**src/source/datapathPkg.sv**
```systemverilog
package datapathPkg;

    localparam int WordWidth = 32;
    localparam int MaskWidth = 16;

    typedef logic [WordWidth-1:0] word_t;

    // z result, high word in the upper half.
    typedef logic [2*WordWidth-1:0] dword_t;

    // one bit per general register.
    typedef logic [MaskWidth-1:0] regMask_t;

    typedef enum logic [4:0] {
        AluAdd = 5'b00011,
        AluAnd = 5'b00100,
        AluOr  = 5'b00101,
        AluSub = 5'b00110,
        AluShr = 5'b00111,
        AluShl = 5'b01000,
        AluMul = 5'b01111,
        AluDiv = 5'b10000,
        AluNeg = 5'b10001,
        AluNot = 5'b10010
    } aluOp_t;

endpackage

```
**src/source/dataBusIf.sv**
```systemverilog
`timescale 1ns/1ps

interface dataBusIf import datapathPkg::*; ();

    word_t busData;
    word_t regValue;
    word_t pcValue;
    word_t mdrValue;
    word_t hiValue;
    word_t loValue;
    word_t zHighValue;
    word_t zLowValue;

    modport encoder (
        output busData,
        input  regValue,
        input  pcValue,
        input  mdrValue,
        input  hiValue,
        input  loValue,
        input  zHighValue,
        input  zLowValue
    );

    modport regs (
        output regValue,
        input  busData
    );

    modport special (
        output pcValue,
        output mdrValue,
        output hiValue,
        output loValue,
        input  busData
    );

    modport alu (
        output zHighValue,
        output zLowValue,
        input  busData
    );

endinterface

```
**src/source/registerFile.sv**
```systemverilog
`timescale 1ns/1ps

module registerFile import datapathPkg::*; #(
    parameter int NumRegs = 16
) (
    input  logic     Clock,
    input  logic     rst,
    input  regMask_t regIn,
    input  regMask_t regOut,
    dataBusIf.regs   bus
);

    word_t regs [NumRegs];
    word_t selected;

    always_ff @(posedge Clock) begin
        if (rst) begin
            for (int i = 0; i < NumRegs; i++) begin
                regs[i] <= '0;
            end
        end else begin
            for (int i = 0; i < NumRegs; i++) begin
                if (regIn[i]) begin
                    regs[i] <= bus.busData;
                end
            end
        end
    end

    // and-or select, regOut is one-hot.
    always_comb begin
        selected = '0;
        for (int i = 0; i < NumRegs; i++) begin
            if (regOut[i]) begin
                selected = selected | regs[i];
            end
        end
    end

    assign bus.regValue = selected;

    regOutOneHot: assert property (@(posedge Clock) disable iff (rst) $onehot0(regOut))
        else $error("registerFile: more than one regOut bit set");

endmodule

```
**src/flat_wrapper.sv**
```systemverilog
// flat-port wrapper written by rule: the top's interface ports become plain ports
module registerFile_flat import datapathPkg::*;
#(
    parameter int NumRegs = 16
)
  (Clock, rst, regIn, regOut, bus_regValue, bus_busData);
  dataBusIf bus_i ();
  input  logic Clock;
  input  logic rst;
  input  regMask_t regIn;
  input  regMask_t regOut;
  output wire logic [$bits(bus_i.regValue)-1:0] bus_regValue;
  input wire logic [$bits(bus_i.busData)-1:0] bus_busData;
  assign bus_regValue = bus_i.regValue;
  assign bus_i.busData = bus_busData;
  registerFile #(.NumRegs(NumRegs)) u_core (.Clock(Clock), .rst(rst), .regIn(regIn), .regOut(regOut), .bus(bus_i));
endmodule
```
**config.mk**
```make
export PLATFORM = sky130hd
export DESIGN_NAME = registerFile_flat
export DESIGN_NICKNAME = d
export VERILOG_FILES = /design/src/source/datapathPkg.sv /design/src/source/dataBusIf.sv /design/src/source/registerFile.sv /design/src/flat_wrapper.sv
export SDC_FILE = /design/constraint.sdc
export NUM_CORES = 1
export LEC_CHECK = 0
export ABC_AREA = 1
export BUFFER_PORTS_ARGS = -buffer_cell sky130_fd_sc_hd__buf_4
export CORE_ASPECT_RATIO = 0.6
export CORE_MARGIN = 3
export CORE_UTILIZATION = 55
export DETAILED_ROUTE_END_ITERATION = 16
export PLACE_DENSITY = 0.8
export SYNTH_ARGS = -nofsm -noshare
export SYNTH_HDL_FRONTEND = slang
export SYNTH_SLANG_ARGS = --single-unit
```
**constraint.sdc**
```tcl
create_clock -name Clock -period 1.76 [get_ports Clock]
set_input_delay 0 -clock Clock [delete_from_list [all_inputs] [get_ports Clock]]
set_output_delay 0 -clock Clock [all_outputs]
set_load 0.01 [all_outputs]
```
# --- Word-level counts from Yosys, hierarchy flattened ---
# Memory sizes are Yosys's and may differ from the RTL's.
# Cells that the tools add are included.
word_totals:
  memories: 1
  output_inout_bits: 32
  elab_cells: 114
  romBits: 0
  latchBits: 0
  mem_bits_rw: 512
  inputBits: 66
  regBits: 0
op_classes:
  n_mul: 0
  n_shift: 0
  mux: 82
  add_sub_neg: 0
  div: 0
  n_reduce_logical: 0
  magnitude_cmp: 0
  bitwise: 31
  n_eq_ne: 0
mem_list:
  columns: ["memory", "depth", "word_bits", "read_ports", "rd_ports_with_merged_regs", "wr", "line", "rtl"]
  rows:
  - ["u_core.regs", 16, 32, 16, 0, 16, "registerFile.sv:13", "word_t regs [NumRegs];"]
ops:
  columns: ["cell", "count"]
  rows:
  - ["$mux 32", 32]
  - ["$or 32x32->32", 15]
  - ["$mux 1", 50]
  - ["$or 1x1->1", 16]

# --- Longest topological paths before layout ---
logic_depth:
  word_depth: 31
  ltp_mapped: 7
  ltp_nobuf: 6

# --- Worst setup path before layout ---
# No wires, ideal clock.
synth_path:
  path_kind: "in2reg"
  from: "input port rst"
  to: "memory u_core.regs[0][0] (netlist bit) (enable)"
  n_path_buf: 1
  slack_ns: 0.683
  setup_time_ns: 0.375
  required_time_ns: 1.385
  stages: 2
  arrival_ns: 0.702
  path_cell_list: "clkbuf_1 -> or2_2"
synth_rtl:
  columns: ["item", "line", "rtl"]
  rows:
  - ["start, declared", "flat_wrapper.sv:9", "input logic rst;"]
  - ["end, declared", "registerFile.sv:13", null]

==> flow_summary_export.csv <==
group,metric,value,unit
power_and_ir_drop,p_clk_frac,0.343,
final_layout,layout_common_cells,"831 x nand2_1, 512 x edfxtp_1, 401 x nor2_1",
synthesis,synthTopCellsByArea,"edfxtp_1 69%, nand2_1 14%, nor2_1 7.1%, inv_1 3.8%, buf_6 2.9%",
final_layout,area_growth,9.60,%
synthesis,synth_top_cell_by_area,"edfxtp_1",
critical_path,critPathRequiredTime,1.76,ns
final_layout,largest_reg_flops,512,
sta,period_needed,1.78,ns
die,die_h,161,um
clock_network,htree_levels,2,
die,dieArea,42800,sq um
sta,setup_violations,1,
critical_path,max_stage_delay,0.39,ns
final_layout,multi_input_area,5110,sq um
synthesis,ys_types,10,
power_and_ir_drop,p_int,20.2,mW
sta,drv_slew,0,
clock_network,cts_root_buf,"clkbuf_16",
detailed_routing,drt_wl_total,58800,um
clock_network,cts_buffers,45,
critical_path,critPathKind,"reg -> out",
power_and_ir_drop,powerDensity,1100,nW/um^2
sta,hold_viol,0,
power_and_ir_drop,ir_drop,627,uV
critical_path,critPathArrivalTime,1.78,ns
grt,grt_usage,0.275,
power_and_ir_drop,switching_share,0.244,
detailed_routing,first_pass_iters,6,
final_layout,drive_gt1_frac,0.0967,
power_and_ir_drop,power_switching,6.52,mW
detailed_routing,num_vias,15300,
detailed_routing,drc_errors,0,
clock_network,cts.sinks,512,
power_and_ir_drop,pwr-share-comb,0.103,
sta,tightest_slew,1.19,ns
die,rows,56,
final_layout,mostFrequentLayoutCell,"nand2_1",
grt,gr-total-overflow,0,
detailed_routing,detail_route.vias_per_cell,5.53,
synthesis,synth.ff_latch_count,512,
sta,finalHoldWorstSlack,0.0198,ns
detailed_routing,ant_nets,0,
clock_network,cts_setup_buffers,0,
synthesis,syn_area,22100,sq um
critical_path,crit_slowest_cell,"edfxtp_1",
worst_hold_path,hold_path_class,"in -> reg",
power_and_ir_drop,seq_power_share,0.554,
final_layout,reg_top3,"u_core.regs x512",
sta,fmax,563,MHz
power_and_ir_drop,p_leak,10.8,nW
final_layout,seq_area,15400,sq um
grt,grt_pass1_wl,86700,um
final_layout,max_flop_register,"u_core.regs",
placement,routabilityCongestion,0.936,
die,die_x,265,um
synthesis,syn_nets,2224,
sta,slew_headroom,0.208,
synthesis,avgSynthCellArea,10.3,sq um
synthesis,synth_top_area_frac,0.695,
critical_path,crit_path_end_kind,"primary output",
placement,dp_slack,0.168,ns
synthesis,seq_area_frac_synth,0.695,
synthesis,synthCells,2158,
final_layout,fill_cells,3039,
grt,grt_antenna_before_repair,0,
sta,post-route-period-util,1.01,
status,status,"finished, violations left",
critical_path,critical_path_peak_fanout,1,
clock_network,cts_tree,"yes",
placement,io_buffers,97,
critical_path,startpoint_type,"flip-flop",
worst_hold_path,hold_depth,4,
placement,hpwl,36600,um
sta,grt_setup_unrepaired,"true",
detailed_routing,wl_per_cell,21.3,um
final_layout,nets,2283,
job,maxCapViolations,0,
final_layout,antenna_cells,0,
die,initial_utilization,0.562,
critical_path,cp_cell_sequence,"nand2_1 -> nand2_1 -> inv_2 -> nand2_2 -> nor2_4 -> nand2_2 -> buf_4",
clock_network,clockBufferDepth,3,
sta,setup_ws,-0.0174,ns
synthesis,yosysWarnings,0,
detailed_routing,drtIter0Drc,2537,
grt,grt_start_max_net_pins,33,
status,violations,"negative setup slack",
clock_network,cts.clk_slew.worst_paths,0.07,ns
grt,grt_pass1_vias,14500,
die,ios,98,
die,core_area,39400,sq um
==> Yosys cell counts <==
| cell | count |
|---|---|
| inv_1 | 224 |
| inv_2 | 1 |
| nand4_1 | 32 |
| buf_6 | 57 |
| clkbuf_1 | 34 |
| or2_2 | 16 |
| nand2_1 | 842 |
| edfxtp_1 | 512 |
| nor2_1 | 416 |
| buf_2 | 24 |
==> worst max-delay path, delay by kind of cell (launching register included) <==
kind | cells | cell delay, ns
DFF | 1 | 0.39
and+or+nand+nor | 5 | 0.56
buffers and inverters | 2 | 0.25
==> kinds of logic after synthesis <==
group	after synthesis	synth area share
AND/OR/NAND/NOR	1306	0.227
buffers and inverters	340	0.0784
flip-flops	512	0.695
==> through the flow <==
step,util,std cells,power [mW],instance area [sq um],setup TNS [ns]
after floorplan,-,2158,16.6,22100,0
after global placement,0.579,2685,17.5,22800,0
after detailed placement,0.579,2685,17.7,22800,0
after CTS,0.614,2765,26.6,24200,-0.0515
after global routing,0.616,2765,27.5,24300,-0.0707
final,0.616,2765,26.8,24300,-0.0174
==> power by group through the flow <==
stage / Combinational [mW] / Sequential [mW] / Clock [mW]
floorplan: 1.65 / 15.0 / 0
global placement: 2.50 / 15.0 / 0
detailed placement: 2.58 / 15.1 / 0
CTS: 2.63 / 14.8 / 9.17
global route: 3.00 / 14.9 / 9.64
finish: 2.75 / 14.8 / 9.19
==> path summary, 6_finish.rpt <==
kind                                from                  end
worst max-delay path  u_core.regs[1][98]      bus_regValue[2]
worst min-delay path            regIn[3]  u_core.regs[0][120]
==> repair_timing <==
item | CTS | global route
hold buffers | 7 | 0
gates cloned | 0 | 0
resized for setup | 8 | 27
pin swaps | 0 | 5
endpoints found under the hold margin | 29 | 0
setup endpoints to repair | 7 | 16
==> metal layers <==
metal / up-vias / track usage / wire (um)
met3: 143 / 0.0968 / 8910
met2: 1051 / 0.402 / 25200
met4: 0 / 0.0863 / 1860
li1: 6882 / - / -
met1: 7215 / 0.390 / 22800
met5: - / 0 / 0
==> final cells by class <==
class                      count  share of cell area
clock inverter                13             0.00433
sequential                   512               0.634
inverter                     225              0.0348
clock buffer                  60              0.0487
multi-input combinational   1306               0.211
tap                          522              0.0269
timing repair buffer         127              0.0405
Note: power is estimated with default switching activity, not from simulation.
