==> src/source/datapathPkg.sv <==
package datapathPkg;

    localparam int WordWidth = 32;
    localparam int MaskWidth = 16;

    typedef logic [WordWidth-1:0] word_t;

    // z result, high word in the upper half.
    typedef logic [2*WordWidth-1:0] dword_t;

    // one bit per general register.
    typedef logic [MaskWidth-1:0] regMask_t;

    typedef enum logic [4:0] {
        AluAdd = 5'b00011,
        AluAnd = 5'b00100,
        AluOr  = 5'b00101,
        AluSub = 5'b00110,
        AluShr = 5'b00111,
        AluShl = 5'b01000,
        AluMul = 5'b01111,
        AluDiv = 5'b10000,
        AluNeg = 5'b10001,
        AluNot = 5'b10010
    } aluOp_t;

endpackage

==> src/source/dataBusIf.sv <==
`timescale 1ns/1ps

interface dataBusIf import datapathPkg::*; ();

    word_t busData;
    word_t regValue;
    word_t pcValue;
    word_t mdrValue;
    word_t hiValue;
    word_t loValue;
    word_t zHighValue;
    word_t zLowValue;

    modport encoder (
        output busData,
        input  regValue,
        input  pcValue,
        input  mdrValue,
        input  hiValue,
        input  loValue,
        input  zHighValue,
        input  zLowValue
    );

    modport regs (
        output regValue,
        input  busData
    );

    modport special (
        output pcValue,
        output mdrValue,
        output hiValue,
        output loValue,
        input  busData
    );

    modport alu (
        output zHighValue,
        output zLowValue,
        input  busData
    );

endinterface

==> src/source/busEncoder.sv <==
`timescale 1ns/1ps

module busEncoder import datapathPkg::*; #(
    parameter int NumRegs = 16
) (
    input  logic      Clock,
    input  regMask_t  regOut,
    input  logic      PCout,
    input  logic      MDRout,
    input  logic      HIout,
    input  logic      LOout,
    input  logic      Zhighout,
    input  logic      Zlowout,
    dataBusIf.encoder bus
);

    logic       anyRegOut;
    logic [6:0] srcSelect;

    assign anyRegOut = |regOut[NumRegs-1:0];

    // bit 6 is the register file, then the special sources.
    assign srcSelect = {anyRegOut, PCout, MDRout, HIout, LOout, Zhighout, Zlowout};

    // zero when nothing drives.
    assign bus.busData = ({WordWidth{srcSelect[6]}} & bus.regValue)
                       | ({WordWidth{srcSelect[5]}} & bus.pcValue)
                       | ({WordWidth{srcSelect[4]}} & bus.mdrValue)
                       | ({WordWidth{srcSelect[3]}} & bus.hiValue)
                       | ({WordWidth{srcSelect[2]}} & bus.loValue)
                       | ({WordWidth{srcSelect[1]}} & bus.zHighValue)
                       | ({WordWidth{srcSelect[0]}} & bus.zLowValue);

    // counts each general register as its own source.
    singleBusDriver: assert property (
        @(posedge Clock) $onehot0({regOut[NumRegs-1:0], srcSelect[5:0]}))
        else $error("busEncoder: more than one source enabled onto the bus");

endmodule

==> src/flat_wrapper.sv <==
// flat-port wrapper written by rule: the top's interface ports become plain ports
module busEncoder_flat import datapathPkg::*;
#(
    parameter int NumRegs = 16
)
  (Clock, regOut, PCout, MDRout, HIout, LOout, Zhighout, Zlowout, bus_busData, bus_regValue, bus_pcValue, bus_mdrValue, bus_hiValue, bus_loValue, bus_zHighValue, bus_zLowValue);
  dataBusIf bus_i ();
  input  logic Clock;
  input  regMask_t regOut;
  input  logic PCout;
  input  logic MDRout;
  input  logic HIout;
  input  logic LOout;
  input  logic Zhighout;
  input  logic Zlowout;
  output wire logic [$bits(bus_i.busData)-1:0] bus_busData;
  input wire logic [$bits(bus_i.regValue)-1:0] bus_regValue;
  input wire logic [$bits(bus_i.pcValue)-1:0] bus_pcValue;
  input wire logic [$bits(bus_i.mdrValue)-1:0] bus_mdrValue;
  input wire logic [$bits(bus_i.hiValue)-1:0] bus_hiValue;
  input wire logic [$bits(bus_i.loValue)-1:0] bus_loValue;
  input wire logic [$bits(bus_i.zHighValue)-1:0] bus_zHighValue;
  input wire logic [$bits(bus_i.zLowValue)-1:0] bus_zLowValue;
  assign bus_busData = bus_i.busData;
  assign bus_i.regValue = bus_regValue;
  assign bus_i.pcValue = bus_pcValue;
  assign bus_i.mdrValue = bus_mdrValue;
  assign bus_i.hiValue = bus_hiValue;
  assign bus_i.loValue = bus_loValue;
  assign bus_i.zHighValue = bus_zHighValue;
  assign bus_i.zLowValue = bus_zLowValue;
  busEncoder #(.NumRegs(NumRegs)) u_core (.Clock(Clock), .regOut(regOut), .PCout(PCout), .MDRout(MDRout), .HIout(HIout), .LOout(LOout), .Zhighout(Zhighout), .Zlowout(Zlowout), .bus(bus_i));
endmodule
==> config.mk <==
export PLATFORM = sky130hd
export DESIGN_NAME = busEncoder_flat
export DESIGN_NICKNAME = d
export VERILOG_FILES = /design/src/source/datapathPkg.sv /design/src/source/dataBusIf.sv /design/src/source/busEncoder.sv /design/src/flat_wrapper.sv
export SDC_FILE = /design/constraint.sdc
export NUM_CORES = 1
export LEC_CHECK = 0
export BUFFER_PORTS_ARGS = -buffer_cell sky130_fd_sc_hd__buf_2
export CAP_MARGIN = 15
export CORE_AREA = 2 2 109 111
export DETAILED_ROUTE_END_ITERATION = 6
export DIE_AREA = 0 0 111 113
export PLACE_DENSITY = 0.57
export SYNTH_ARGS = -nofsm -noshare
export SYNTH_HDL_FRONTEND = slang
export SYNTH_SLANG_ARGS = --single-unit
==> constraint.sdc <==
create_clock -name vclk -period 0.9
set_clock_uncertainty 0.1 [all_clocks]
set_input_delay 0 -clock vclk [all_inputs]
set_output_delay 0 -clock vclk [all_outputs]
set_load 0.05 [all_outputs]
Word-level counts from Yosys, hierarchy flattened. Cells that the tools add are included.

Register bits: 0. Memories: 0. Word-level logic and storage cells: 14. Output and inout bits: 32. Bits in latches: 0. ROM bits: 0. Input port bits: 247. Bits in writable memories: 0.

Div/mod/pow operators: 0. $mul: 0. Magnitude comparators: 0. Shifts and indexed selects: 0. Equality and inequality tests: 0. Bitwise operators: 13. $add $sub $neg: 0. Multiplexer cells: 0. Reduce and logical (&&, ||, !) cells: 1.

Operator list (count): AND 32 bit (7); bitwise OR 32 bit (6); OR reduction 16 bit (1).

Logic depth before layout (Yosys ltp).
Depth in word-level cells: 8. Depth in mapped cells: 4. Gate-level depth less buffers: 3.

Worst setup path before layout. OpenSTA, ideal clock, no wires.

Path type: input -> output. Start point: input port regOut[14]. End point: output port bus_busData[10]. Required time: 800 ps. Setup slack: -237 ps. Stages on the path: 4. Arrival: 1037 ps. Cell sequence: nor4_1 > nand4_2 > buf_6 > a21o_1.

Cells in the longest elaborated chain, start to end: 8.

Ends and longest elaborated chain: start, declared (RTL line flat_wrapper.sv:9) `input regMask_t regOut;`; OR reduction 16 bit (RTL line busEncoder.sv:20) `assign anyRegOut = |regOut[NumRegs-1:0];`; AND 32 bit (RTL line busEncoder.sv:26) `assign bus.busData = ({WordWidth{srcSelect[6]}} & bus.regValue)`; bitwise OR 32 bit (RTL line busEncoder.sv:27) `| ({WordWidth{srcSelect[5]}} & bus.pcValue)`; bitwise OR 32 bit (RTL line busEncoder.sv:28) `| ({WordWidth{srcSelect[4]}} & bus.mdrValue)`; bitwise OR 32 bit (RTL line busEncoder.sv:29) `| ({WordWidth{srcSelect[3]}} & bus.hiValue)`; bitwise OR 32 bit (RTL line busEncoder.sv:30) `| ({WordWidth{srcSelect[2]}} & bus.loValue)`; bitwise OR 32 bit (RTL line busEncoder.sv:31) `| ({WordWidth{srcSelect[1]}} & bus.zHighValue)`; bitwise OR 32 bit (RTL line busEncoder.sv:32) `| ({WordWidth{srcSelect[0]}} & bus.zLowValue);`; end, declared (RTL line flat_wrapper.sv:16) `output wire logic [$bits(bus_i.busData)-1:0] bus_busData;`.

Every way passes these cells.

Worst setup path in the final report.
Start point: input port regOut[6]. End point: output port bus_busData[18].

Same word-level chain as after synthesis.

==> results.md <==
Routing:
- Before antenna repair, the detailed router went through 6 iterations.
- The number of remaining DRC errors is 0.
- The count of nets left with antenna violations once routing finished came out at 0.
- After detailed routing, the average wire length per cell comes to approximately 16 um.
- The routed via count divided by cell count is 4.77.
- The wire length reported by the detailed router is roughly 9800 um.
- The number of violations reported at the end of detailed-routing iteration 0 is roughly 120.
- The routed layout has 2869 vias.

Placement:
- After detailed placement, the total cell area comes to 3210 um2.
- The HPWL after detailed placement is 8390 um.
- The number of port buffers is about 280.
- Routability-driven placement finished with a final weighted congestion of between 0.8 and 0.9.
- Including well taps, the total number of placed cells is 601.

Yosys:
- The number of distinct standard cells referenced by the synthesized netlist is 9.
- Yosys attributes the largest share of cell area to sky130_fd_sc_hd__a22oi_1 (57%), sky130_fd_sc_hd__a21o_1 (18%), sky130_fd_sc_hd__nand3_1 (13%).
- A synthesized cell averages 6.82 um2.
- The count of synthesis-stage warnings from yosys is 0.
- The part of the Yosys area used for sequential elements is 0%.
- Synthesis produced a netlist with a net count of about 430.
- The netlist area before placement is 1270 um2.
- The cell count after synthesis is between 150 and 200.
- The largest area contributor in the synthesized netlist is sky130_fd_sc_hd__a22oi_1.
- The share of the synthesized area in the top cell type is approximately 57%.

Cells and area:
- The layout has 0 clock buffers.
- The net count of the finished layout is ~710.
- The final cell count without fillers is 601.
- In the final layout, the share of cells above drive strength 1 is 72.1%.
- The area added between synthesis and finish is 153%.
- The total number of sequential cells is 0.
- 0 antenna diodes ended up in the layout.
- In the layout the commonest cells are sky130_fd_sc_hd__buf_2 (278), sky130_fd_sc_hd__a22oi_1 (96), sky130_fd_sc_hd__nand3_1 (32).
- The most common library cell in the layout ignoring fill and taps is sky130_fd_sc_hd__buf_2.
- For this run, the share of the core covered by cells in the final layout is 28.5%.
- The area of all sequential standard cells is 0 um2.
- Summing all non-filler instances in the final layout gives an area of 3220 um2.

Worst setup path:
- STA classifies the critical path startpoint as an input pin.
- The critical path launch point is regOut[6].
- At the worst endpoint, the arrival time is 1.22 ns.
- The maximum fanout along the worst path is 17.
- The critical path in this run is classified as in2out.
- The worst setup path is captured at an output port.
- The critical path required time is approximately 0.80 ns.

Die:
- In this run the core area contains 39 standard-cell rows.
- The floorplan step defined a die boundary enclosing approximately 13000 um2.
- The height of the die is 113 um.
- The number of placed I/O pins is 279.
- Once the floorplan was initialized, standard cells occupied 11.3% of the core.
- In this run the standard cell core region covers 11300 um2.
- In this run the horizontal extent of the chip is 111 um.

Timing:
- The final count of negative-setup-slack endpoints is 32.
- For the pin with the worst max-slew slack, the measured transition is ~0.26 ns.
- Summed over all failing endpoints, the final setup total negative slack is -12.87 ns.
- Subtracting the final worst setup slack from the clock period gives 1.32 ns.
- The number of slew-limit violations in the final report came to 0.
- The final number of hold-violating endpoints is 0.
- Setup repair after global routing could not meet its margin everywhere.
- In the post-route analysis, the smallest setup slack over all paths is -0.422 ns.
- Of the available clock period, the critical path in the final layout requires 147%.
- The maximum achievable frequency is 0.757 GHz.
- The worst pin sits at a relative slew slack of 82.5%.

CTS:
- Buffers added to address setup during post-CTS repair amount to 0.

Power:
- The maximum VDD drop is 197 uV.
- The static power due to leakage is 1.60 nW.
- The total chip power is 1.59 mW.
- Dividing total power by cell area gives a power density of 496 nW/um2.

Outcome:
- The checks that failed: negative setup slack.
- The run finished, with violations left.

Global routing:
- The via count of the first global-routing pass is slightly above 3000.
- The largest net degree at the start of global routing is 22.
- The overall routing resource usage is between 10 and 15%.
- Global routing finished with a remaining overflow of 0.
- The global-route wire length before repair is 14800 um.
- The number of antenna violations at the first check in global routing is 1.

Flow run:
- Across the run, the number of max-cap violations was 0.

Hold path:
- The type of the worst min-delay path is in2out.
- In this run the most critical hold path is launched from bus_regValue[0].
==> per-layer routing <==
layer / GRT usage [%] / part of all wire [%]
met4: 1.83 / 0.80
met3: 2.04 / 8.4
met5: 0 / 0.13
met2: 29.7 / 54
met1: 15.5 / 37
==> worst paths after layout <==
kind,to,cells after the start
setup / recovery,bus_busData[18],6
hold / removal,bus_busData[0],3
==> logic make-up after synthesis <==
| kind of cell | Yosys count | share of synthesized area [%] |
|---|---|---|
| simple gates | 37 | 16.1 |
| compound gates | 128 | 75.9 |
| buf+inv | 21 | 7.99 |
==> power by group <==
part | switching, mW | internal (mW)
Clock | 0 | 0
Sequential | 0 | 0
Combinational | 0.813 | 0.782
Total | 0.813 | 0.782
==> critical path, stage by stage <==
cell,delay (ns)
sky130_fd_sc_hd__buf_2,0.12
sky130_fd_sc_hd__nor4_4,0.28
sky130_fd_sc_hd__nand4_2,0.16
sky130_fd_sc_hd__buf_6,0.21
sky130_fd_sc_hd__a21o_4,0.22
sky130_fd_sc_hd__buf_2,0.20
==> area by class of cell <==
cell class / count / area (um2)
multi-input cells: 165 / 1440
fillers: 1218 / 8060
repair buffers: 293 / 1600
well taps: 143 / 179
==> synthesized netlist by cell type <==
master                     number
sky130_fd_sc_hd__nor4_1         3
sky130_fd_sc_hd__a21o_2         2
sky130_fd_sc_hd__a22oi_1       96
sky130_fd_sc_hd__clkbuf_1      18
sky130_fd_sc_hd__buf_6          3
sky130_fd_sc_hd__nand3_1       32
sky130_fd_sc_hd__a21o_1        30
sky130_fd_sc_hd__nor4_2         1
sky130_fd_sc_hd__nand4_2        1
==> timing repair <==
action                     in CTS  in global routing
hold buffers                    0                  0
gates resized for setup         2                  0
setup endpoints to repair      32                 32
==> through the flow <==
stage          hold WS (ns)  setup WS [ns]
2_1_floorplan        0.0833         -0.113
3_3_place_gp          0.320         -0.411
3_5_place_dp          0.320         -0.466
4_1_cts               0.320         -0.424
5_1_grt               0.330         -0.486
6_report              0.319         -0.422
(Power assumes the default switching activity.)
