File: src/source/datapathPkg.sv
package datapathPkg;

    localparam int WordWidth = 32;
    localparam int MaskWidth = 16;

    typedef logic [WordWidth-1:0] word_t;

    // z result, high word in the upper half.
    typedef logic [2*WordWidth-1:0] dword_t;

    // one bit per general register.
    typedef logic [MaskWidth-1:0] regMask_t;

    typedef enum logic [4:0] {
        AluAdd = 5'b00011,
        AluAnd = 5'b00100,
        AluOr  = 5'b00101,
        AluSub = 5'b00110,
        AluShr = 5'b00111,
        AluShl = 5'b01000,
        AluMul = 5'b01111,
        AluDiv = 5'b10000,
        AluNeg = 5'b10001,
        AluNot = 5'b10010
    } aluOp_t;

endpackage

File: src/source/dataBusIf.sv
`timescale 1ns/1ps

interface dataBusIf import datapathPkg::*; ();

    word_t busData;
    word_t regValue;
    word_t pcValue;
    word_t mdrValue;
    word_t hiValue;
    word_t loValue;
    word_t zHighValue;
    word_t zLowValue;

    modport encoder (
        output busData,
        input  regValue,
        input  pcValue,
        input  mdrValue,
        input  hiValue,
        input  loValue,
        input  zHighValue,
        input  zLowValue
    );

    modport regs (
        output regValue,
        input  busData
    );

    modport special (
        output pcValue,
        output mdrValue,
        output hiValue,
        output loValue,
        input  busData
    );

    modport alu (
        output zHighValue,
        output zLowValue,
        input  busData
    );

endinterface

File: src/source/specialRegisters.sv
`timescale 1ns/1ps

module specialRegisters import datapathPkg::*; (
    input  logic      Clock,
    input  logic      rst,
    input  word_t     Mdatain,
    input  logic      Read,
    input  logic      PCin,
    input  logic      IRin,
    input  logic      MARin,
    input  logic      MDRin,
    input  logic      HIin,
    input  logic      LOin,
    output word_t     marValue,
    output word_t     irValue,
    dataBusIf.special bus
);

    word_t pc;
    word_t ir;
    word_t mar;
    word_t mdr;
    word_t hi;
    word_t lo;
    word_t mdrSource;

    // memory data only during a read.
    assign mdrSource = Read ? Mdatain : bus.busData;

    always_ff @(posedge Clock) begin
        if (rst) begin
            pc <= '0;
            ir <= '0;
            mar <= '0;
            mdr <= '0;
            hi <= '0;
            lo <= '0;
        end else begin
            if (PCin) begin
                pc <= bus.busData;
            end
            if (IRin) begin
                ir <= bus.busData;
            end
            if (MARin) begin
                mar <= bus.busData;
            end
            if (MDRin) begin
                mdr <= mdrSource;
            end
            if (HIin) begin
                hi <= bus.busData;
            end
            if (LOin) begin
                lo <= bus.busData;
            end
        end
    end

    assign bus.pcValue = pc;
    assign bus.mdrValue = mdr;
    assign bus.hiValue = hi;
    assign bus.loValue = lo;
    assign marValue = mar;
    assign irValue = ir;

endmodule

File: src/flat_wrapper.sv
// flat-port wrapper written by rule: the top's interface ports become plain ports
module specialRegisters_flat import datapathPkg::*;
  (Clock, rst, Mdatain, Read, PCin, IRin, MARin, MDRin, HIin, LOin, marValue, irValue, bus_pcValue, bus_mdrValue, bus_hiValue, bus_loValue, bus_busData);
  dataBusIf bus_i ();
  input  logic Clock;
  input  logic rst;
  input  word_t Mdatain;
  input  logic Read;
  input  logic PCin;
  input  logic IRin;
  input  logic MARin;
  input  logic MDRin;
  input  logic HIin;
  input  logic LOin;
  output word_t marValue;
  output word_t irValue;
  output wire logic [$bits(bus_i.pcValue)-1:0] bus_pcValue;
  output wire logic [$bits(bus_i.mdrValue)-1:0] bus_mdrValue;
  output wire logic [$bits(bus_i.hiValue)-1:0] bus_hiValue;
  output wire logic [$bits(bus_i.loValue)-1:0] bus_loValue;
  input wire logic [$bits(bus_i.busData)-1:0] bus_busData;
  assign bus_pcValue = bus_i.pcValue;
  assign bus_mdrValue = bus_i.mdrValue;
  assign bus_hiValue = bus_i.hiValue;
  assign bus_loValue = bus_i.loValue;
  assign bus_i.busData = bus_busData;
  specialRegisters u_core (.Clock(Clock), .rst(rst), .Mdatain(Mdatain), .Read(Read), .PCin(PCin), .IRin(IRin), .MARin(MARin), .MDRin(MDRin), .HIin(HIin), .LOin(LOin), .marValue(marValue), .irValue(irValue), .bus(bus_i));
endmodule
File: config.mk
export PLATFORM = sky130hd
export DESIGN_NAME = specialRegisters_flat
export DESIGN_NICKNAME = d
export VERILOG_FILES = /design/src/source/datapathPkg.sv /design/src/source/dataBusIf.sv /design/src/source/specialRegisters.sv /design/src/flat_wrapper.sv
export SDC_FILE = /design/constraint.sdc
export NUM_CORES = 1
export LEC_CHECK = 0
export ABC_CLOCK_PERIOD_IN_PS = 1650
export BUFFER_PORTS_ARGS = -buffer_cell sky130_fd_sc_hd__buf_4
export CAP_MARGIN = 30
export CELL_PAD_IN_SITES_DETAIL_PLACEMENT = 1
export CELL_PAD_IN_SITES_GLOBAL_PLACEMENT = 2
export CORE_MARGIN = 10
export CORE_UTILIZATION = 32
export CTS_CLUSTER_SIZE = 8
export DETAILED_ROUTE_END_ITERATION = 10
export MAX_ROUTING_LAYER = met4
export PLACE_DENSITY_LB_ADDON = 0.1
export SETUP_SLACK_MARGIN = 0.15
export SYNTH_ARGS = -nofsm -noshare
export SYNTH_HDL_FRONTEND = slang
export SYNTH_SLANG_ARGS = --single-unit
export TNS_END_PERCENT = 30
File: constraint.sdc
create_clock -name Clock -period 1.65 [get_ports Clock]
set_input_delay 0.0825 -clock Clock [delete_from_list [all_inputs] [get_ports Clock]]
set_output_delay 0.0825 -clock Clock [all_outputs]
set_load 0.02 [all_outputs]
# Word-level counts from Yosys, hierarchy flattened
# Cells that the tools add are included.
[op_classes]
n_mux = 1
[op_table]
columns = ["operator", "count"]
rows = [
  ["$mux 32", 1],
]
[totals]
reg_bits = 192
input_bits = 73
out_inout_bits = 192
elab_cells = 7

# Depth between registers and ports, before layout
# Gate-level depths: netlist of the first run.
[logic_depth]
depth_word = 1
mapped_depth = 4
ltp_nobuf = 2

# Worst setup path before layout of the first run
# No wires, ideal clock.
[synth_timing]
path_kind = "in2reg"
startpoint = "input port HIin"
endpoint = "register u_core.hi[0] (netlist: u_core.bus.hiValue[0])"
setup_time_ps = 128
arrival_time_ps = 640
t_required_ps = 1522
setup_slack_ps = 882
path_stages = 4
path_buffers = 2
path_cell_list = "buf_2 buf_4 mux2i_1 nor2_1"
[synth_lines]
columns = ["element", "line", "rtl"]
rows = [
  ["start: declaration", "flat_wrapper.sv:13", "input logic HIin;"],
  ["end signal: assignment", "specialRegisters.sv:52", "hi <= bus.busData;"],
  ["end: declaration", "specialRegisters.sv:23", "word_t hi;"],
]

# Worst setup path in the final report of the first run
[layout_timing]
startpoint = "register u_core.pc[29] (netlist: u_core.bus.pcValue[29])"
endpoint = "output port bus_pcValue[29]"
[layout_lines]
columns = ["element", "line", "rtl"]
rows = [
  ["start: declaration", "specialRegisters.sv:19", "word_t pc;"],
  ["start signal: assignment", "specialRegisters.sv:40", "pc <= bus.busData;"],
  ["end: declaration", "flat_wrapper.sv:17", "output wire logic [$bits(bus_i.pcValue)-1:0] bus_pcValue;"],
]
# No word-level cell between the ends.

==> results of run 1 <==
==> power by group <==
part	leakage (nW)	internal [mW]	switching [mW]
logic	3.06	0.825	1.06
registers	1.59	4.92	0.168
clock network	0.295	2.43	1.88
total	4.94	8.18	3.11
==> path summary, 6_finish.rpt <==
path	to	slack, ns	depth (start not counted)
hold / removal	u_core.bus.mdrValue[27]	0.02	3
hold reg to reg	u_core.bus.mdrValue[17]	0.49	2
setup reg to reg	u_core.bus.mdrValue[24]	0.89	2
setup / recovery	bus_pcValue[29]	0.58	1
==> metal layers <==
layer | share of wire | wire, µm | vias up
li1 | - | - | 2769
met5 | 0 | 0 | -
met2 | 0.49 | 12500 | 157
met4 | 0.010 | 267 | 0
met3 | 0.070 | 1780 | 21
met1 | 0.43 | 10900 | 2758
==> cell type report <==
type,instances,area (µm²)
Clock buffer,19,433
Fill cell,2454,11600
Sequential cell,192,3840
Clock inverter,13,175
Timing Repair Buffer,307,2430
Multi-Input combinational cell,416,2880
Tap cell,280,350
==> synthesized netlist by cell type <==
cell        n
dfxtp_1   192
buf_6       1
mux2i_1   192
buf_12      3
buf_2      15
a211oi_1   32
buf_4      15
buf_1       9
nor2_1    192
clkbuf_1    9
==> metrics by stage <==
step | power, mW | worst slack (ns)
6_report | 11.3 | 0.584
4_1_cts | 11.5 | 0.568
3_5_place_dp | 7.04 | 0.448
3_3_place_gp | 6.99 | 0.545
5_1_grt | 11.8 | 0.561
2_1_floorplan | 6.16 | 0.882
==> cells by family after synthesis <==
family          count (synthesis)  synth area share
flops                         192             0.545
simple gates                  192             0.102
buf+inv                        52            0.0463
compound gates                 32            0.0341
mux                           192             0.272
==> state kept, by name, indices dropped and copies added (netlist names) <==
signal,count
u_core.bus.mdrValue,32
u_core.irValue,32
u_core.marValue,32
u_core.bus.pcValue,32
u_core.bus.loValue,32
u_core.bus.hiValue,32
==> out/metrics.cfg, run 1 <==
[outcome]
outcome=finished clean

[critical_path]
critPathTopFamily=flip-flops
cp_slowest_cell=dfxtp_1
worst-path-buf-inv=1
slowest_delay_ns=0.39
crit_type=reg2out
crit_arrival_ns=0.98
r2r_start=u_core.bus.mdrValue[24]
critPathLaunch=u_core.bus.pcValue[29]
cp.required_ns=1.57
cp_max_fo=2
cp-start-kind=register
cp-end-kind=primary output
cp_cell_sequence=buf_4

[placed_design]
dpl.hpwl_mm=18.4
dp.cells=1156
gp_routability_congestion=0.788
port_buffers=264
post_dp_cell_area_um2=9120

[timing]
whs_ns=0.0164
final.min_clock_period_ns=1.07
hold_violations=0
max_freq_mhz=938
setup_violations=0
setup_tns_ns=0
fin_skew_ns=0
drv_slew=0
rsz0062_at_grt=false
maxSlewHeadroom=0.545
fin_crit_sh=0.646
tightest_slew_ns=0.683

[floorplan]
rows=54
die_y_um=168
io_pins=265
die_x_um=168
start_util=0.324
dieArea_um2=28400
core-area_um2=21800

[synth]
syn_nets=733
yosysSeqAreaShare=0.545
synth.distinct_cells=10
ys_ff_latch=192
synth_area_um2=7050
synth_top_cell_by_area=dfxtp_1
yosys_warnings=0
syn_inst=660
avgSynthCellArea_um2=10.7
synth.area.top_cells=dfxtp_1, mux2i_1, nor2_1, a211oi_1, buf_4
synth_top_area_frac=0.545

[global_routing]
gr-usage-met1=0.205
antenna_found_initial=0
grt_max_degree=65
use_met3=0.0630
busiest_layer=met2
grt_pass1_wl_mm=38.5
grtUsageMet2=0.295
globalRouteTotalUtil=0.179
grt_pass1_vias=6230
grt-ovfl-total=0

[clock_network]
clk_path_buf_depth=2
cts_resized=0
cts.sinks=192
ctsHoldBuffers=39
cts_setup_buffers=0
clk_pin_slew_ns=0.07
cts-root-buf=clkbuf_16
cts_tree=yes
clk_latency_ns=0.42
cts_buffers=17
htreeDepth=4

[power_and_ir_drop]
peakVddDrop_mv=0.714
powerDensity_nw_per_um2=1120
leakagePower_nw=4.94

[worst_hold_path]
min_from=Mdatain[27]
hp-class=in2reg

[finish]
fin_cells=1227
mostFrequentLayoutCell=buf_4
area_growth_pct=43.4
drive_above_1_share=0.315
final_area_um2=10100
nets=1007
final_cell_mix=buf_4, mux2i_1, nor2_1, dfxtp_1, dlygate4sd3_1
insertedDiodeCount=0
fin_util=0.465

[detailed_routing]
ant_nets=0
wl_per_cell_um=20.7
via_per_inst=4.65
drt_iter0_markers=186
postRouteWirelength_mm=25.4
vias=5705
drcViolationCount=0
drtPass1Iterations=4

[flow_run]
drv_cap=0

No activity file was read; power rests on OpenSTA's default activity.
==> run 2, diff against run 1 <==
Settings changed: ABC_CLOCK_PERIOD_IN_PS 1650 to 900, CORE_UTILIZATION 32 to 26.
Clock period 1.65 ns to 0.9 ns, I/O delays scaled along.
==> run 2 against run 1 <==
The run now ends with setup timing left. Sequential power is 87% higher. Count of clock-buffer cells in the layout is 1 higher. Non-clock buffer count is 61 higher. Die area is 20% higher. Utilization is 2.1 points lower. Routed wire length is 6.9% higher. Highest routed layer unchanged. Flip-flop and latch count stayed put. Sequential share of layout area is 3.7 points lower. Critical endpoint is now bus_pcValue[12]. Global-route usage is 1.7 points lower.
==> out/metrics.cfg, run 2 (synthesis results as in run 1) <==
[floorplan]
start_util=0.263
core-area_um2=26800
die_x_um=185
io_pins=265
rows=60
die_y_um=185
dieArea_um2=34100

[timing]
fin_skew_ns=0
maxSlewHeadroom=0.823
rsz0062_at_grt=true
final.min_clock_period_ns=0.952
setup_violations=192
tightest_slew_ns=0.264
drv_slew=0
hold_violations=0
fin_crit_sh=1.06
postLayoutSetupSlackWorst_ns=-0.0519
max_freq_mhz=1050

[global_routing]
globalRouteTotalUtil=0.162
antenna_found_initial=1
grt-ovfl-total=0
grt_max_degree=54
grt_pass1_vias=6676
grt_pass1_wl_mm=40.8

[finish]
area_growth_pct=68.7
drive_above_1_share=0.525
final_cell_mix=buf_6, nor2_1, dfxtp_2, mux2i_1, buf_4
fillers=2871
final_area_um2=11900
fin_util=0.444
fin_cells=1350
mostFrequentLayoutCell=buf_6
nets=1068

[critical_path]
worst-path-buf-inv=1
r2r_end=u_core.bus.loValue[9]
r2r_start=u_core.bus.loValue[9]
critPathLaunch=u_core.bus.pcValue[12]
r2r_slack_ns=0.11
cp-start-kind=register
critPathTopFamily=flip-flops
cp_slowest_cell=dfxtp_2
slowest_delay_ns=0.36
cp-end-kind=primary output
crit_type=reg2out
cp_max_fo=2
path_depth=1
ff2ff_path_depth=3
endpoint=bus_pcValue[12]
cp_cell_sequence=buf_6
cp.required_ns=0.85
crit_arrival_ns=0.91

[placed_design]
dpl.hpwl_mm=20.0
gp_routability_congestion=0.778
dp.cells=1238
post_dp_cell_area_um2=9560
port_buffers=264

[outcome]
failed_checks=setup timing
outcome=finished with violations

[clock_network]
htreeDepth=4
cts.sinks=192
clk_pin_slew_ns=0.08
cts_tree=yes
clk_path_buf_depth=2
clk_latency_ns=0.42
cts-root-buf=clkbuf_16
cts_buffers=17

[flow_run]
drv_cap=0

[power_and_ir_drop]
powerDensity_nw_per_um2=1780
peakVddDrop_mv=0.841
leakagePower_nw=5.53
p_total_mw=21.1

[detailed_routing]
postRouteWirelength_mm=27.2
via_per_inst=4.40
wl_per_cell_um=20.2
drt_iter0_markers=123
drcViolationCount=0
drtPass1Iterations=4
vias=5940
ant_nets=0

[worst_hold_path]
min_from=MDRin
hp-class=in2reg

-- run 2: routing by layer --
layer / up-vias / GRT usage / share of wire / wire length [µm]
met3: 21 / 0.0559 / 0.074 / 2010
li1: 2900 / - / - / -
met2: 158 / 0.267 / 0.49 / 13300
met4: 0 / 0.0449 / 0.013 / 351
met5: - / - / 0 / 0
met1: 2861 / 0.183 / 0.43 / 11600
-- run 2: through the flow --
step                setup TNS, ns  hold slack, ns  setup WS (ns)
finish                      -6.21          0.0261        -0.0519
detailed placement       -0.00144           0.337       -0.00144
global route               -13.84          0.0185        -0.0977
CTS                        -11.26        -0.00753        -0.0807
global placement                0           0.331         0.0205
floorplan                       0           0.192          0.150
-- run 2: what timing repair did --
| action | in CTS | in global routing |
|---|---|---|
| hold endpoints to repair | 192 | 0 |
| setup endpoints to repair | 192 | 215 |
| hold buffers | 66 | 0 |
| buffers inserted | 9 | 4 |
| pin swaps | 4 | 18 |
| resized for setup | 384 | 10 |
-- run 2: how the worst min path moves through the flow --
stage	cells past startpoint	end	slack (ns)
6_report	3	u_core.bus.mdrValue[9]	0.03
2_1_floorplan	2	u_core.bus.hiValue[30]	0.19
5_1_grt	3	u_core.bus.mdrValue[11]	0.02
3_3_place_gp	2	u_core.bus.loValue[11]	0.33
4_1_cts	3	u_core.bus.mdrValue[7]	-0.008
3_5_place_dp	2	u_core.bus.loValue[11]	0.34
-- run 2: where the power goes --
| part | switching [mW] | internal [mW] | leakage [nW] |
|---|---|---|---|
| Sequential | 0.403 | 9.13 | 1.65 |
| Combinational | 2.04 | 2.12 | 3.60 |
| Clock | 3.63 | 3.81 | 0.276 |
-- run 2: area by class of cell --
| cell class | count | area (µm²) | share of cell area |
|---|---|---|---|
| timing repair buffer | 368 | 3910 | 0.329 |
| clock inverter | 12 | 118 | 0.00988 |
| clock buffer | 20 | 457 | 0.0384 |
| antenna | 1 | 2.50 | 0.000210 |
| multi-input combinational | 416 | 2900 | 0.244 |
| tap | 341 | 427 | 0.0359 |
| sequential | 192 | 4080 | 0.343 |
